### src/load_op_pkg.sv
// integer loads only; no floating-point or hypervisor load encodings exist here
package load_op_pkg;

  // ------------------------------
  // load operations
  // ------------------------------
  // signed variants extend the top bit of the loaded field,
  // U variants zero-fill
  typedef enum logic [2:0] {
    LB,
    LBU,
    LH,
    LHU,
    LW,
    LWU,
    LD
  } load_op_e;

  // ------------------------------
  // transfer sizes on the cache port
  // ------------------------------
  // encoded as log2 of the byte count
  typedef enum logic [1:0] {
    BYTE,
    HALF,
    WORD,
    DOUBLE
  } size_e;

endpackage

### src/lsu_cfg_pkg.sv
// cache port and load unit sizes; tag plus index must cover the whole virtual address
package lsu_cfg_pkg;

  // ------------------------------
  // data path
  // ------------------------------
  localparam int unsigned XLEN       = 64;
  // byte offset bits inside one word
  localparam int unsigned ALIGN_BITS = 3;

  // ------------------------------
  // cache port
  // ------------------------------
  localparam int unsigned DCACHE_INDEX_WIDTH = 12;
  localparam int unsigned DCACHE_TAG_WIDTH   = 44;
  localparam int unsigned VLEN               = 56;
  localparam int unsigned TRANS_ID_BITS      = 3;

  // default load buffer depth and response id width
  localparam int unsigned DEFAULT_LDBUF_ENTRIES   = 4;
  localparam int unsigned DEFAULT_DCACHE_ID_WIDTH = 2;

  typedef logic [XLEN-1:0]          xlen_t;
  typedef logic [VLEN-1:0]          vaddr_t;
  typedef logic [TRANS_ID_BITS-1:0] trans_id_t;

endpackage

### src/load_buffer.sv
// needs 2 <= NrLoadBufEntries <= 2**DcacheIdWidth; response id must name a live slot
`timescale 1ns/1ps

module load_buffer
  import lsu_cfg_pkg::*;
  import load_op_pkg::*;
#(
  parameter int unsigned NrLoadBufEntries = 4,
  parameter int unsigned DcacheIdWidth    = 2
) (
  input  logic                     clk_i,
  input  logic                     rst_ni,
  input  logic                     flush_i,
  input  logic                     w_i,
  input  trans_id_t                trans_id_i,
  input  logic [ALIGN_BITS-1:0]    offset_i,
  input  load_op_e                 op_i,
  input  logic                     data_rvalid_i,
  input  logic [DcacheIdWidth-1:0] data_rid_i,
  output logic                     full_o,
  output logic [DcacheIdWidth-1:0] windex_o,
  output logic                     rd_valid_o,
  output trans_id_t                rd_trans_id_o,
  output logic [ALIGN_BITS-1:0]    rd_offset_o,
  output load_op_e                 rd_op_o
);

  logic [NrLoadBufEntries-1:0] valid_d, valid_q;
  logic [NrLoadBufEntries-1:0] flushed_d, flushed_q;
  // slot payload
  trans_id_t                   trans_id_q [NrLoadBufEntries];
  logic [ALIGN_BITS-1:0]       offset_q   [NrLoadBufEntries];
  load_op_e                    op_q       [NrLoadBufEntries];

  assign full_o = &valid_q;

  // ------------------------------
  // lowest free slot
  // ------------------------------
  always_comb begin
    windex_o = '0;
    // scan downwards so the lowest free slot wins
    for (int i = NrLoadBufEntries - 1; i >= 0; i--) begin
      if (!valid_q[i]) windex_o = DcacheIdWidth'(i);
    end
  end

  // ------------------------------
  // slot flags
  // ------------------------------
  always_comb begin
    valid_d   = valid_q;
    flushed_d = flushed_q;
    // every outstanding load is dropped on return
    if (flush_i) flushed_d = '1;
    // a response frees its slot in the same cycle
    if (data_rvalid_i) valid_d[data_rid_i] = 1'b0;
    if (w_i) begin
      valid_d[windex_o]   = 1'b1;
      flushed_d[windex_o] = 1'b0;
    end
  end

  always_ff @(posedge clk_i or negedge rst_ni) begin
    if (!rst_ni) begin
      valid_q   <= '0;
      flushed_q <= '0;
    end else begin
      valid_q   <= valid_d;
      flushed_q <= flushed_d;
    end
  end

  always_ff @(posedge clk_i) begin
    if (w_i) begin
      trans_id_q[windex_o] <= trans_id_i;
      offset_q[windex_o]   <= offset_i;
      op_q[windex_o]       <= op_i;
    end
  end

  // read port indexed by the response id
  assign rd_valid_o    = data_rvalid_i && !flushed_q[data_rid_i];
  assign rd_trans_id_o = trans_id_q[data_rid_i];
  assign rd_offset_o   = offset_q[data_rid_i];
  assign rd_op_o       = op_q[data_rid_i];

endmodule

### src/load_ctrl_fsm.sv
// translation is flat: the tag is the upper vaddr bits; request inputs must hold until pop
`timescale 1ns/1ps

module load_ctrl_fsm
  import lsu_cfg_pkg::*;
  import load_op_pkg::*;
#(
  parameter int unsigned NrLoadBufEntries = 4
) (
  input  logic                        clk_i,
  input  logic                        rst_ni,
  input  logic                        flush_i,
  input  logic                        valid_i,
  input  vaddr_t                      vaddr_i,
  input  load_op_e                    op_i,
  input  logic                        page_offset_matches_i,
  input  logic                        data_gnt_i,
  input  logic                        ldbuf_full_i,
  output logic                        pop_ld_o,
  output logic                        data_req_o,
  output size_e                       data_size_o,
  output logic [DCACHE_TAG_WIDTH-1:0] address_tag_o,
  output logic                        tag_valid_o,
  output logic                        kill_req_o,
  output logic                        ldbuf_w_o
);

  typedef enum logic [2:0] {
    IDLE,
    WAIT_PAGE_OFFSET,
    WAIT_GNT,
    SEND_TAG,
    WAIT_FLUSH
  } state_e;

  state_e                      state_d, state_q;
  logic [DCACHE_TAG_WIDTH-1:0] tag_q;
  logic                        accept_req;
  logic                        issue_req;

  // ------------------------------
  // transfer size from the operation
  // ------------------------------
  always_comb begin
    unique case (op_i)
      LB, LBU: data_size_o = BYTE;
      LH, LHU: data_size_o = HALF;
      LW, LWU: data_size_o = WORD;
      default: data_size_o = DOUBLE;
    endcase
  end

  // no new request while a flush is pending
  assign accept_req = valid_i && !ldbuf_full_i && !flush_i;

  // ------------------------------
  // load control
  // ------------------------------
  always_comb begin
    state_d     = state_q;
    issue_req   = 1'b0;
    tag_valid_o = 1'b0;
    kill_req_o  = 1'b0;

    unique case (state_q)
      IDLE, SEND_TAG: begin
        // tag of the previous grant goes out in SEND_TAG
        if (state_q == SEND_TAG) begin
          tag_valid_o = 1'b1;
          state_d     = IDLE;
        end
        if (accept_req) begin
          if (!page_offset_matches_i) begin
            // index goes out right away
            issue_req = 1'b1;
            state_d   = data_gnt_i ? SEND_TAG : WAIT_GNT;
          end else begin
            // a store to the same offset is still pending
            state_d = WAIT_PAGE_OFFSET;
          end
        end
      end
      WAIT_PAGE_OFFSET: begin
        if (!page_offset_matches_i) state_d = WAIT_GNT;
      end
      WAIT_GNT: begin
        // hold the request until the cache grants it
        issue_req = !flush_i;
        if (data_gnt_i) state_d = SEND_TAG;
      end
      WAIT_FLUSH: begin
        // kill whatever tag the cache is still waiting for
        kill_req_o  = 1'b1;
        tag_valid_o = 1'b1;
        state_d     = IDLE;
      end
      default: state_d = IDLE;
    endcase

    // flush wins over every other transition
    if (flush_i) state_d = WAIT_FLUSH;
  end

  assign data_req_o    = issue_req;
  assign ldbuf_w_o     = issue_req & data_gnt_i;
  // the granted load leaves the upstream queue
  assign pop_ld_o      = ldbuf_w_o;
  assign address_tag_o = tag_q;

  always_ff @(posedge clk_i or negedge rst_ni) begin
    if (!rst_ni) begin
      state_q <= IDLE;
    end else begin
      state_q <= state_d;
    end
  end

  // tag bits captured on the grant, sent in the following cycle
  always_ff @(posedge clk_i) begin
    if (ldbuf_w_o) tag_q <= vaddr_i[DCACHE_INDEX_WIDTH +: DCACHE_TAG_WIDTH];
  end

endmodule

### src/load_result_align.sv
// offsets must be naturally aligned for the size; misaligned loads give wrapped sign bits
`timescale 1ns/1ps

module load_result_align
  import lsu_cfg_pkg::*;
  import load_op_pkg::*;
(
  input  xlen_t                 rdata_i,
  input  logic [ALIGN_BITS-1:0] offset_i,
  input  load_op_e              op_i,
  output xlen_t                 result_o
);

  xlen_t                 shifted_data;
  logic [XLEN/8-1:0]     sign_bits;
  logic [ALIGN_BITS-1:0] sign_offset;
  logic                  is_signed;
  logic                  sign_bit;

  // ------------------------------
  // realign to bit 0
  // ------------------------------
  assign shifted_data = rdata_i >> {offset_i, 3'b000};

  // ------------------------------
  // sign bit, in parallel with the shift
  // ------------------------------
  // top bit of every byte of the raw word
  for (genvar i = 0; i < XLEN / 8; i++) begin : gen_sign_bits
    assign sign_bits[i] = rdata_i[(i+1)*8-1];
  end

  assign is_signed = op_i inside {LB, LH, LW};

  // byte holding the msb of the loaded field
  always_comb begin
    unique case (op_i)
      LW:      sign_offset = offset_i + ALIGN_BITS'(3);
      LH:      sign_offset = offset_i + ALIGN_BITS'(1);
      default: sign_offset = offset_i;
    endcase
  end

  // unsigned loads pull the fill to 0
  assign sign_bit = is_signed && sign_bits[sign_offset];

  // ------------------------------
  // result mux
  // ------------------------------
  always_comb begin
    unique case (op_i)
      LW, LWU: result_o = {{XLEN - 32{sign_bit}}, shifted_data[31:0]};
      LH, LHU: result_o = {{XLEN - 16{sign_bit}}, shifted_data[15:0]};
      LB, LBU: result_o = {{XLEN - 8{sign_bit}}, shifted_data[7:0]};
      default: result_o = shifted_data;
    endcase
  end

endmodule

### src/load_unit.sv
// read-only cache port, no translation or exceptions; loads may retire out of order
`timescale 1ns/1ps

module load_unit
  import lsu_cfg_pkg::*;
  import load_op_pkg::*;
#(
  parameter int unsigned NrLoadBufEntries = DEFAULT_LDBUF_ENTRIES,
  parameter int unsigned DcacheIdWidth    = DEFAULT_DCACHE_ID_WIDTH
) (
  input  logic                          clk_i,
  input  logic                          rst_ni,
  input  logic                          flush_i,
  // upstream load request
  input  logic                          valid_i,
  input  trans_id_t                     trans_id_i,
  input  vaddr_t                        vaddr_i,
  input  load_op_e                      op_i,
  input  logic [XLEN/8-1:0]             be_i,
  output logic                          pop_ld_o,
  // store unit address check
  output logic [11:0]                   page_offset_o,
  input  logic                          page_offset_matches_i,
  // cache request
  output logic                          data_req_o,
  input  logic                          data_gnt_i,
  output logic [DCACHE_INDEX_WIDTH-1:0] address_index_o,
  output logic [DcacheIdWidth-1:0]      data_id_o,
  output logic [XLEN/8-1:0]             data_be_o,
  output size_e                         data_size_o,
  output logic [DCACHE_TAG_WIDTH-1:0]   address_tag_o,
  output logic                          tag_valid_o,
  output logic                          kill_req_o,
  // cache response
  input  logic                          data_rvalid_i,
  input  logic [DcacheIdWidth-1:0]      data_rid_i,
  input  xlen_t                         data_rdata_i,
  // writeback
  output logic                          valid_o,
  output trans_id_t                     trans_id_o,
  output xlen_t                         result_o
);

  logic                     ldbuf_w;
  logic                     ldbuf_full;
  logic [DcacheIdWidth-1:0] ldbuf_windex;
  logic                     rd_valid;
  trans_id_t                rd_trans_id;
  logic [ALIGN_BITS-1:0]    rd_offset;
  load_op_e                 rd_op;

  // ------------------------------
  // request side
  // ------------------------------
  assign page_offset_o   = vaddr_i[11:0];
  assign address_index_o = vaddr_i[DCACHE_INDEX_WIDTH-1:0];
  // the cache id is the buffer slot
  assign data_id_o       = ldbuf_windex;
  assign data_be_o       = be_i;

  load_ctrl_fsm #(
    .NrLoadBufEntries(NrLoadBufEntries)
  ) load_ctrl_fsm_i (
    .clk_i,
    .rst_ni,
    .flush_i,
    .valid_i,
    .vaddr_i,
    .op_i,
    .page_offset_matches_i,
    .data_gnt_i,
    .ldbuf_full_i (ldbuf_full),
    .pop_ld_o,
    .data_req_o,
    .data_size_o,
    .address_tag_o,
    .tag_valid_o,
    .kill_req_o,
    .ldbuf_w_o    (ldbuf_w)
  );

  load_buffer #(
    .NrLoadBufEntries(NrLoadBufEntries),
    .DcacheIdWidth   (DcacheIdWidth)
  ) load_buffer_i (
    .clk_i,
    .rst_ni,
    .flush_i,
    .w_i          (ldbuf_w),
    .trans_id_i,
    .offset_i     (vaddr_i[ALIGN_BITS-1:0]),
    .op_i,
    .data_rvalid_i,
    .data_rid_i,
    .full_o       (ldbuf_full),
    .windex_o     (ldbuf_windex),
    .rd_valid_o   (rd_valid),
    .rd_trans_id_o(rd_trans_id),
    .rd_offset_o  (rd_offset),
    .rd_op_o      (rd_op)
  );

  // ------------------------------
  // response side
  // ------------------------------
  assign valid_o    = rd_valid;
  assign trans_id_o = rd_trans_id;

  load_result_align load_result_align_i (
    .rdata_i (data_rdata_i),
    .offset_i(rd_offset),
    .op_i    (rd_op),
    .result_o
  );

endmodule

### config.mk
export PLATFORM = sky130hd
export DESIGN_NAME = load_unit
export DESIGN_NICKNAME = d
export VERILOG_FILES = /design/src/load_op_pkg.sv /design/src/lsu_cfg_pkg.sv /design/src/load_buffer.sv /design/src/load_ctrl_fsm.sv /design/src/load_result_align.sv /design/src/load_unit.sv
export SDC_FILE = /design/constraint.sdc
export NUM_CORES = 1
export LEC_CHECK = 0
export BUFFER_PORTS_ARGS = -buffer_cell sky130_fd_sc_hd__buf_2
export CAP_MARGIN = 40
export CELL_PAD_IN_SITES_DETAIL_PLACEMENT = 1
export CELL_PAD_IN_SITES_GLOBAL_PLACEMENT = 2
export CORE_MARGIN = 8
export CORE_UTILIZATION = 30
export CTS_CLUSTER_SIZE = 25
export DETAILED_ROUTE_END_ITERATION = 8
export PLACE_DENSITY_LB_ADDON = 0.05
export REMOVE_ABC_BUFFERS = 1
export SLEW_MARGIN = 10
export SYNTH_ARGS = -nofsm -noshare
export SYNTH_HDL_FRONTEND = slang
export SYNTH_SLANG_ARGS = --single-unit
### constraint.sdc
create_clock -name clk_i -period 9.8 [get_ports clk_i]
set_input_delay 0.98 -clock clk_i [delete_from_list [all_inputs] [get_ports clk_i]]
set_output_delay 0.98 -clock clk_i [all_outputs]
set_load 0.02 [all_outputs]
**Word level (Yosys, flattened, before mapping)**

Memory sizes are Yosys's and may differ from the RTL's.
Cells that the tools add are included.

- Input bits: 143
- RAM bits: 36
- Logic and storage cells: 95
- Register bits after elaboration: 55
- Memories: 3

Memories:

| memory | depth | bits a word | read ports | clocked after Yosys merged registers in | wr ports | line | text |
|---|---|---|---|---|---|---|---|
| load_buffer_i.offset_q | 4 | 3 | 1 | 0 | 1 | load_buffer.sv:32 | `logic [ALIGN_BITS-1:0] offset_q [NrLoadBufEntries];` |
| load_buffer_i.op_q | 4 | 3 | 1 | 0 | 1 | load_buffer.sv:33 | `load_op_e op_q [NrLoadBufEntries];` |
| load_buffer_i.trans_id_q | 4 | 3 | 1 | 0 | 1 | load_buffer.sv:31 | `trans_id_t trans_id_q [NrLoadBufEntries];` |

- Reductions and logical operators: 22
- Shift operators: 1
- Order comparisons: 5
- Equal/unequal tests: 17
- Add/subtract/negate cells: 2
- Bitwise operators: 6
- Multiplexer cells: 35

Operator list:

| kind | number |
|---|---|
| 64-bit case mux with 3 select lines | 1 |
| 64-bit by 6-bit right shift with 64-bit output | 1 |
| 3-bit by 2-bit == test with 1-bit output (second input constant) | 6 |
| 3-bit two-way mux | 6 |
| 4-bit two-way mux | 4 |
| 3-bit == test (second input constant) | 5 |
| 2-bit OR reduction | 7 |
| 1-bit two-way mux | 11 |
| 3-bit by 1-bit == test with 1-bit output (second input constant) | 3 |
| 3-bit zero test | 3 |
| 3-bit case mux with 3 select lines | 1 |
| 4-bit AND | 2 |
| 2-bit two-way mux | 4 |
| 4-bit inverter | 2 |
| 1-bit logical AND | 6 |
| 2-bit by 3-bit < comparator with 1-bit output (second input constant) | 2 |
| 3-bit inequality test (second input constant) | 2 |
| 2-bit case mux with 3 select lines | 1 |
| 3-bit case mux with 2 select lines | 1 |
| 1-bit demux with 2-bit select | 2 |
| 2-bit by 1-bit >= comparator with 1-bit output (second input constant) | 2 |
| 3-bit by 4-bit < comparator with 1-bit output (second input constant) | 1 |
| 4-bit by 2-bit inequality test with 1-bit output (second input constant) | 1 |
| 4-bit bitwise OR | 1 |
| 10 further kinds | 13 |

**Depth between registers and ports, before layout**

Gate-level depths: netlist (run 1).

- Depth in word-level cells: 11
- Gate-level depth with buffers: 16
- Depth with buffers taken out: 9

**Cells and area by module**

A second synthesis (run 1) with hierarchy kept.

- Cells, all modules: 519
- Area, all modules: 5,760.5 sq um

Modules (own cells, without submodules):

| module | seq. area each (sq um) | instances | cells an instance | area an instance (sq um) |
|---|---|---|---|---|
| load_result_align | 0.0 | 1 | 329 | 2,254.7 |
| load_buffer | 1,281.2 | 1 | 86 | 1,724.2 |
| load_ctrl_fsm | 1,396.3 | 1 | 72 | 1,541.5 |
| load_unit | 0.0 | 1 | 32 | 240.2 |

**Least setup slack after synthesis (run 1)**

No wires, ideal clock.

- Kind: input port to output port
- From: input port data_rid_i[1]
- To: output port result_o[21]
- Path slack: 4,448 ps
- Stages: 14
- Required time: 8,820 ps
- Arrival time: 4,372 ps
- Cell sequence: clkbuf_2 -> buf_2 -> mux2i_1 -> mux2_2 -> inv_1 -> buf_2 -> buf_2 -> clkbuf_1 -> fa_1 -> and3_1 -> o211ai_2 -> o221ai_2 -> buf_2 -> o31ai_1

- Longest elaborated chain between the ends: 7
- Elaborated cells between the ends (all ways): 20
- Classes of those cells: add/sub (2); eq/ne (5); shift (1); mux (4); reduce/logical (6); memory (2)

RTL lines:

| element | line | text |
|---|---|---|
| start: declaration | load_unit.sv:36 | `input logic [DcacheIdWidth-1:0] data_rid_i,` |
| memory read 4 x 3 bit, on equally long branches | n/a |  |
| 3-bit by 1-bit adder with 3-bit output, or another cell as far along | load_result_align.sv:39 | `LH: sign_offset = offset_i + ALIGN_BITS'(1);` |
| 3-bit case mux with 2 select lines | load_result_align.sv:37 | `unique case (op_i)` |
| 1-bit binary-select mux with 3-bit select | load_result_align.sv:45 | `assign sign_bit = is_signed && sign_bits[sign_offset];` |
| 1-bit two-way mux (implied by the code) | load_result_align.sv:45 |  |
| 1-bit logical AND | load_result_align.sv:45 |  |
| 64-bit case mux with 3 select lines (*) | load_result_align.sv:51 | `unique case (op_i)` |
| end: declaration | load_unit.sv:41 | `output xlen_t result_o` |

Mark *: on every way between the ends. The rest lies on a longest branch, timed or not. The select of a mux whose other input is x is not followed.

**Final worst setup path (run 1)**

- From: input port data_rid_i[0]
- To: output port result_o[31]

Same word-level chain as after synthesis.

==> results by group, run 1 <==
Outcome
  • Status: finished, final reports clean

Clock network
  • Reg clk slew, reported paths: ~0.060 ns
  • Post-CTS Setup Repair Bufs: 0
  • TritonCTS buffer count: 9
  • Root Buffer: clkbuf_16
  • CTS resizes: 0
  • Hold buffers post-CTS: 0
  • Worst-Skew Late Latency: 0.33 ns
  • TritonCTS Sinks: 91
  • CTS Buffer Depth: 2
  • H-tree depth: 3
  • CTS tree: yes

Worst setup path
  • Req. time, crit path: 8.82 ns
  • CP endpoint kind: output port
  • Start point of the critical path: data_rid_i[0]
  • Worst path arrival time: ~5 ns
  • Critical R2R Launch: load_buffer_i.valid_q[2]
  • Crit start category: input port
  • Crit path kind: in -> out
  • CP max FO: just over 40

Logic synthesis
  • Post-Syn Area: 6352 um^2
  • Register area share after synthesis: 0.4215
  • Ys async rst share: 0.1209
  • Synth Area per Inst: roughly 11 um^2
  • Synth Register Bits: 91
  • Area contributors post-synth: edfxtp_1 38%, mux2i_1 8.5%, o31ai_1 5.7%
  • Number of synthesized flops with an enable pin: 80
  • Ys flop type: edfxtp_1
  • Synth cell types: 50
  • List of most frequent post-synthesis cells: 80 x edfxtp_1, 79 x nand2_1, 54 x mux2i_1, 48 x o31ai_1, 32 x buf_4
  • Area share of the largest cell type after synthesis: 0.3782
  • Most used standard cell by instance count after synthesis: edfxtp_1
  • Yosys warns: 0
  • Largest area contributor in the netlist: edfxtp_1
  • Post-Synthesis Cells: a little under 600

STA
  • Setup Skew: ~0.0062 ns
  • Slew headroom: 0.4511
  • Worst-Margin Slew: 0.8189 ns
  • Setup TNS: 0 ns
  • Final period util: 0.6061
  • RSZ-0062 raised after global routing: false
  • Final hold violations: 0
  • Max-slew violation total from the final report: 0
  • Final setup viols: 0
  • Fmax: 0.1684 GHz
  • Crit path time final: between 5 and 6 ns

Floorplanning
  • Starting Density: 0.3041
  • Core Area: 20,890 um^2
  • DIE HEIGHT: around 160 um
  • Row count: 53
  • Die Width: around 160 um
  • Die Footprint: 26,090 um^2
  • Ports: 295

Power and ir drop
  • PD cells: 142.4 nW/um^2
  • Max VDD drop: 0.09915 mV
  • Leak: 3.291 nW
  • Final Power: 1.139 mW

Layout
  • Layout cells sized above 1: 0.4356
  • Final Core Density: 0.3830
  • Non-filler cells, final: 1,069
  • # nets final: 931
  • Syn-to-layout area delta: 25.96%

Routing
  • Via density per instance: 5.205
  • Pre-antenna DRT Iters: 4
  • DRC Markers: 0
  • Iter 0 DRT Violations: around 210
  • DRT antenna net count: 0
  • WL per Instance: between 20 and 25 um
  • Via Count: 5,564
  • DRT Wirelength: 22.41 mm

GRT
  • GR Overflow Total: 0
  • Largest net degree at the start of global routing: 74
  • Antenna violations before repair: 0
  • Vias in the first global route: 6,195
  • Gr usage total: 0.1667
  • First-pass GRT wire length: between 30 and 40 mm

Placement
  • Placed insts: 1,051
  • Port bufs: 251
  • Placer Congestion: 0.8069
  • Post-DP HPWL: 17.15 mm

Run
  • Max-cap viol count: 0

Worst hold path
  • Hold Crit Class: in -> async
[path summary, 6_finish.rpt]
check                                                  to  slack [ns]  cells after the start
setup / recovery                             result_o[31]        3.86                     13
hold / removal                 load_ctrl_fsm_i.state_q[2]        0.51                      1
setup reg to reg           load_buffer_i.trans_id_q[0][1]        7.36                      7
hold reg to reg                load_buffer_i.flushed_q[0]        0.52                      1
max in group asynchronous        load_buffer_i.valid_q[3]        9.09                      1
min in group clk_i             load_buffer_i.flushed_q[0]        0.52                      1
[final cells by class]
cell class | instances | area, um^2
multi-input cells | 408 | 3156
inverters | 8 | 30.03
fillers | 2424 | 12890
diodes | 2 | 5.005
clock inverters | 7 | 100.1
clock buffers | 9 | 225.2
well taps | 275 | 344.1
repair buffers | 269 | 1464
flip-flops and latches | 91 | 2678
[state kept, by name (all words and copies together), names as in the netlist]
signal                         flops
load_buffer_i.offset_q            12
load_buffer_i.valid_q              4
load_buffer_i.trans_id_q          12
load_ctrl_fsm_i.state_q            3
load_buffer_i.flushed_q            4
load_ctrl_fsm_i.address_tag_o     44
load_buffer_i.op_q                12
[worst max-delay path, stage by stage]
cell and delay, ns:
buf_2 0.36, mux2_2 0.44, inv_2 0.05, buf_4 0.42, buf_12 0.31, fa_1 0.27
nand2b_4 0.06, or3_4 0.35, a211o_1 0.34, o22ai_4 0.45, buf_4 0.55, o31ai_1 0.16
buf_2 0.19
[metrics by stage]
stage / area (um^2) / hold slack, ns / worst slack (ns)
floorplan: 5838 / 0.4650 / 2.970
global placement: 7538 / 0.4951 / 3.807
detailed placement: 7671 / 0.5140 / 3.852
CTS: 7996 / 0.5056 / 3.847
global route: 7996 / 0.5104 / 3.661
finish: 8001 / 0.5096 / 3.860
[metal layers]
layer  vias up  GRT usage  part of all wire
li1       2616          -                 -
met1      2736     0.2005              0.42
met2       196     0.2901              0.50
met3        16    0.04480             0.069
met4         0    0.04125             0.014
met5         -          0                 0
[power by group]
part           total (mW)  internal (mW)  leakage, nW  switching (mW)
Clock               0.365          0.225        0.160           0.140
Sequential          0.431          0.428        0.851         0.00306
Combinational       0.343          0.128         2.28           0.215
Total                1.14          0.781         3.29           0.358
[cells by family after synthesis]
logic type,count (synthesis),share of synthesized area
DFF,91,0.4215
buffers and inverters,94,0.08568
and+or+nand+nor,149,0.1136
xor gates and xnor gates,2,0.003940
muxes,92,0.1755
adders and majority gates,1,0.003152
AOI/OAI and AO/OA,164,0.1966
[layout by cell type, fill, tap and decap left out, types with 4 or more instances in the layout]
master | synthesis | layout
nand3_1 | 4 | 4
nand2b_1 | 9 | 9
a21oi_1 | 24 | 24
o32ai_1 | 6 | 6
buf_4 | 32 | 13
clkbuf_16 | 0 | 9
dfrtp_1 | 11 | 11
edfxtp_1 | 80 | 80
nor2b_1 | 28 | 28
mux2_2 | 25 | 25
inv_1 | 8 | 6
buf_2 | 14 | 251
o2bb2ai_1 | 8 | 8
mux2i_1 | 54 | 54
a2bb2oi_1 | 6 | 6
and2_1 | 7 | 7
a211o_1 | 4 | 4
nand2_1 | 79 | 78
o31ai_2 | 10 | 10
o31ai_1 | 48 | 48
o22ai_1 | 9 | 9
nor2_1 | 9 | 9
o21ai_0 | 9 | 9
a211oi_1 | 22 | 22
mux4_2 | 13 | 12
No activity file was read; power rests on OpenSTA's default activity.
==> run 2: changes to the inputs <==
--- a/config.mk
+++ b/config.mk
@@ -5,12 +5,13 @@
 export SDC_FILE = /design/constraint.sdc
 export NUM_CORES = 1
 export LEC_CHECK = 0
+export ABC_AREA = 1
 export BUFFER_PORTS_ARGS = -buffer_cell sky130_fd_sc_hd__buf_2
 export CAP_MARGIN = 40
 export CELL_PAD_IN_SITES_DETAIL_PLACEMENT = 1
 export CELL_PAD_IN_SITES_GLOBAL_PLACEMENT = 2
 export CORE_MARGIN = 8
-export CORE_UTILIZATION = 30
+export CORE_UTILIZATION = 25
 export CTS_CLUSTER_SIZE = 25
 export DETAILED_ROUTE_END_ITERATION = 8
 export PLACE_DENSITY_LB_ADDON = 0.05
==> constraint.sdc (replaced) <==
create_clock -name clk_i -period 5.6 [get_ports clk_i]
set_input_delay 0.56 -clock clk_i [delete_from_list [all_inputs] [get_ports clk_i]]
set_output_delay 0.56 -clock clk_i [all_outputs]
set_load 0.02 [all_outputs]
==> run 2 against run 1 <==
Compared with the run above: critical path type unchanged; critical endpoint is now result_o[42]; count of clock-buffer cells in the layout did not move; register-to-register slack got worse by 4.7 ns; highest routed layer is now met5; final area down 5.2%; clock skew is 0.0016 ns higher.
==> results by group, run 2 <==
Logic synthesis
  • Synth Register Bits: 91
  • Largest area contributor in the netlist: edfxtp_1
  • Post-Syn Area: roughly 6000 um^2
  • Ys flop type: edfxtp_1
  • Post-synthesis mux area share: 0.01005
  • Xor-xnor portion of the synthesized cell area: 0.004607
  • Area share of the largest cell type after synthesis: 0.4021
  • Area contributors post-synth: edfxtp_1 40%, nand2_1 13%, o21ai_0 7.1%
  • Main combinational cell family by area after synthesis: simple AND/OR/NAND/NOR gates
  • Register area share after synthesis: 0.4482
  • Most used standard cell by instance count after synthesis: nand2_1
  • Synth Area in Adders: 0.003351
  • Number of synthesized flops with an enable pin: 80
  • Yosys warns: 0
  • Post-Synthesis Cells: 733
  • Ys async rst share: 0.1209
  • Post-synthesis simple-gate area fraction: 0.2498
  • Synth Area per Inst: around 8 um^2
  • Synth cell types: 37
  • List of most frequent post-synthesis cells: 214 x nand2_1, 85 x o21ai_0, 80 x edfxtp_1, 53 x nand3_1, 46 x inv_1
  • Synth Area in Compound Gates: 0.1751

STA
  • Slew headroom: 0.5425
  • Setup Skew: 0.007856 ns
  • RSZ-0062 raised after global routing: false
  • Max-slew violation total from the final report: 0
  • Fmax: 0.2388 GHz
  • Setup TNS: 0 ns
  • Final period util: 0.7479
  • Worst-Margin Slew: 0.6854 ns
  • Crit path time final: between 4 and 5 ns
  • Worst Hold Margin: ~0.088 ns
  • Final setup viols: 0
  • Final hold violations: 0

Power and ir drop
  • Final Power: 2.011 mW
  • Leak: 3.558 nW
  • Max VDD drop: ~0.18 mV
  • PD cells: between 200 and 300 nW/um^2

Worst setup path
  • CP endpoint kind: output port
  • Worst path arrival time: ~3.6 ns
  • Start point of the critical path: data_rid_i[1]
  • CP max FO: 32
  • Crit start category: input port
  • Setup crit end: result_o[42]
  • R2r setup slk: around 2.7 ns
  • RR Endpoint: load_buffer_i.trans_id_q[2][1]
  • Req. time, crit path: 5.04 ns
  • Worst r2r path cells: 13
  • Crit path kind: in -> out
  • Critical R2R Launch: load_buffer_i.valid_q[2]

Routing
  • Via density per instance: 4.619
  • Pre-antenna DRT Iters: 4
  • DRT antenna net count: 0
  • Iter 0 DRT Violations: between 200 and 300
  • Via Count: roughly 5,800
  • WL per Instance: 18.92 um
  • DRT Wirelength: ~24 mm
  • DRC Markers: 0

Clock network
  • CTS Buffer Depth: 2
  • Post-CTS Setup Repair Bufs: 0
  • CTS tree: yes
  • Worst-Skew Late Latency: 0.33 ns
  • Root Buffer: clkbuf_16
  • CTS resizes: 0
  • Reg clk slew, reported paths: 0.07 ns
  • TritonCTS buffer count: 9
  • TritonCTS Sinks: 91
  • H-tree depth: 3
  • Hold buffers post-CTS: 0

Outcome
  • Status: finished, final reports clean

Floorplanning
  • Core Area: between 20,000 and 25,000 um^2
  • DIE HEIGHT: 170.6 um
  • Row count: 56
  • Ports: 295
  • Starting Density: 0.2545
  • Die Footprint: 29,100 um^2
  • Die Width: 170.6 um

Layout
  • Most common cell after layout, fill and taps aside: buf_2
  • Syn-to-layout area delta: 26.93%
  • Max reg flops: 44
  • Final Core Density: 0.3231
  • FF+latch area: 2678 um^2
  • Most frequent cells in the layout: 251 x buf_2, 213 x nand2_1, 85 x o21ai_0
  • Layout cells sized above 1: 0.3675
  • # fillers: 2,887
  • Area of the multi-input gates: 2654 um^2
  • # nets final: around 1,100

GRT
  • First-pass GRT wire length: 35.79 mm
  • Largest net degree at the start of global routing: 67
  • Antenna violations before repair: 2
  • Vias in the first global route: 6,261
  • Gr usage total: 0.1581
  • GR Overflow Total: 0

Placement
  • Placer Congestion: about 0.76
  • Port bufs: 251
  • Post-DP HPWL: 18.76 mm

Run
  • Max-cap viol count: 0

Worst hold path
  • Hold Crit Class: in -> async
## run 2: cell types whose count changed in the layout (fill, tap and decap cells not counted), moves of 25 or more
cell	delta
mux2i_1	-48
o21ai_0	+76
nand3_1	+48
nor2b_1	-28
inv_1	+39
o21ai_2	+30
nand2_1	+135
o31ai_1	-48
nor2_1	+26
mux2_2	-25
## run 2: cell type report
type / instances / area share
sequential: 91 / 0.3531
multi-input combinational: 514 / 0.3499
timing repair buffer: 263 / 0.1780
tap: 319 / 0.05263
clock buffer: 9 / 0.02970
inverter: 52 / 0.02574
clock inverter: 7 / 0.01056
antenna: 1 / 0.0003300
## run 2: report_power, final
| group | switching (mW) | internal, mW |
|---|---|---|
| registers | 0.00585 | 0.749 |
| logic | 0.439 | 0.205 |
| clock network | 0.260 | 0.353 |
| total | 0.705 | 1.31 |
## run 2: worst min path at each step
stage / endpoint / slack [ns] / cells past startpoint
after floorplan: load_buffer_i.flushed_q[0] / 0.26 / 0
after CTS: load_buffer_i.flushed_q[1] / 0.09 / 1
after detailed placement: load_ctrl_fsm_i.state_q[1] / 0.45 / 1
final: load_buffer_i.flushed_q[1] / 0.09 / 1
after global routing: load_buffer_i.flushed_q[1] / 0.11 / 1
after global placement: load_ctrl_fsm_i.state_q[2] / 0.44 / 1
## run 2: through the flow
step	instance area [um^2]	setup slack [ns]	std cells
after floorplan	5519	0.4927	657
after global placement	7242	1.453	1235
after detailed placement	7276	1.322	1239
after CTS	7581	1.325	1255
after global routing	7581	0.9909	1255
final	7584	1.412	1256
## run 2: routing by layer
| layer | share of wire | GRT usage | wire, um | vias up |
|---|---|---|---|---|
| li1 | - | - | - | 2858 |
| met1 | 0.42 | 0.1839 | 9904 | 2704 |
| met2 | 0.48 | 0.2756 | 11370 | 214 |
| met3 | 0.091 | 0.05577 | 2151 | 20 |
| met4 | 0.010 | 0.03013 | 242 | 6 |
| met5 | 0.0039 | 0.01910 | 92 | - |
## run 2: logic make-up (layout without fill, tap and decap cells)
| kind of cell | after synthesis | after routing |
|---|---|---|
| AND/OR/NAND/NOR | 333 | 333 |
| AO/OA/AOI/OAI | 173 | 173 |
| buffers and inverters | 128 | 331 |
| flip-flops | 91 | 91 |
| multiplexers | 6 | 6 |
| adder cells (fa/ha/maj) | 1 | 1 |
| XOR/XNOR | 1 | 1 |
| other | 0 | 1 |
## run 2: worst max-delay path, cell delays in order
cell     delay [ns]
buf_2          0.22
inv_1          0.15
nand2_1        0.13
inv_1          0.12
nand2_1        0.08
nand2_1        0.09
nor2_4         0.19
nand3_1        0.12
fa_1           0.55
inv_1          0.05
o21ai_1        0.16
nand3_1        0.14
nand3_4        0.12
nand3_4        0.45
o21ai_0        0.25
buf_2          0.21
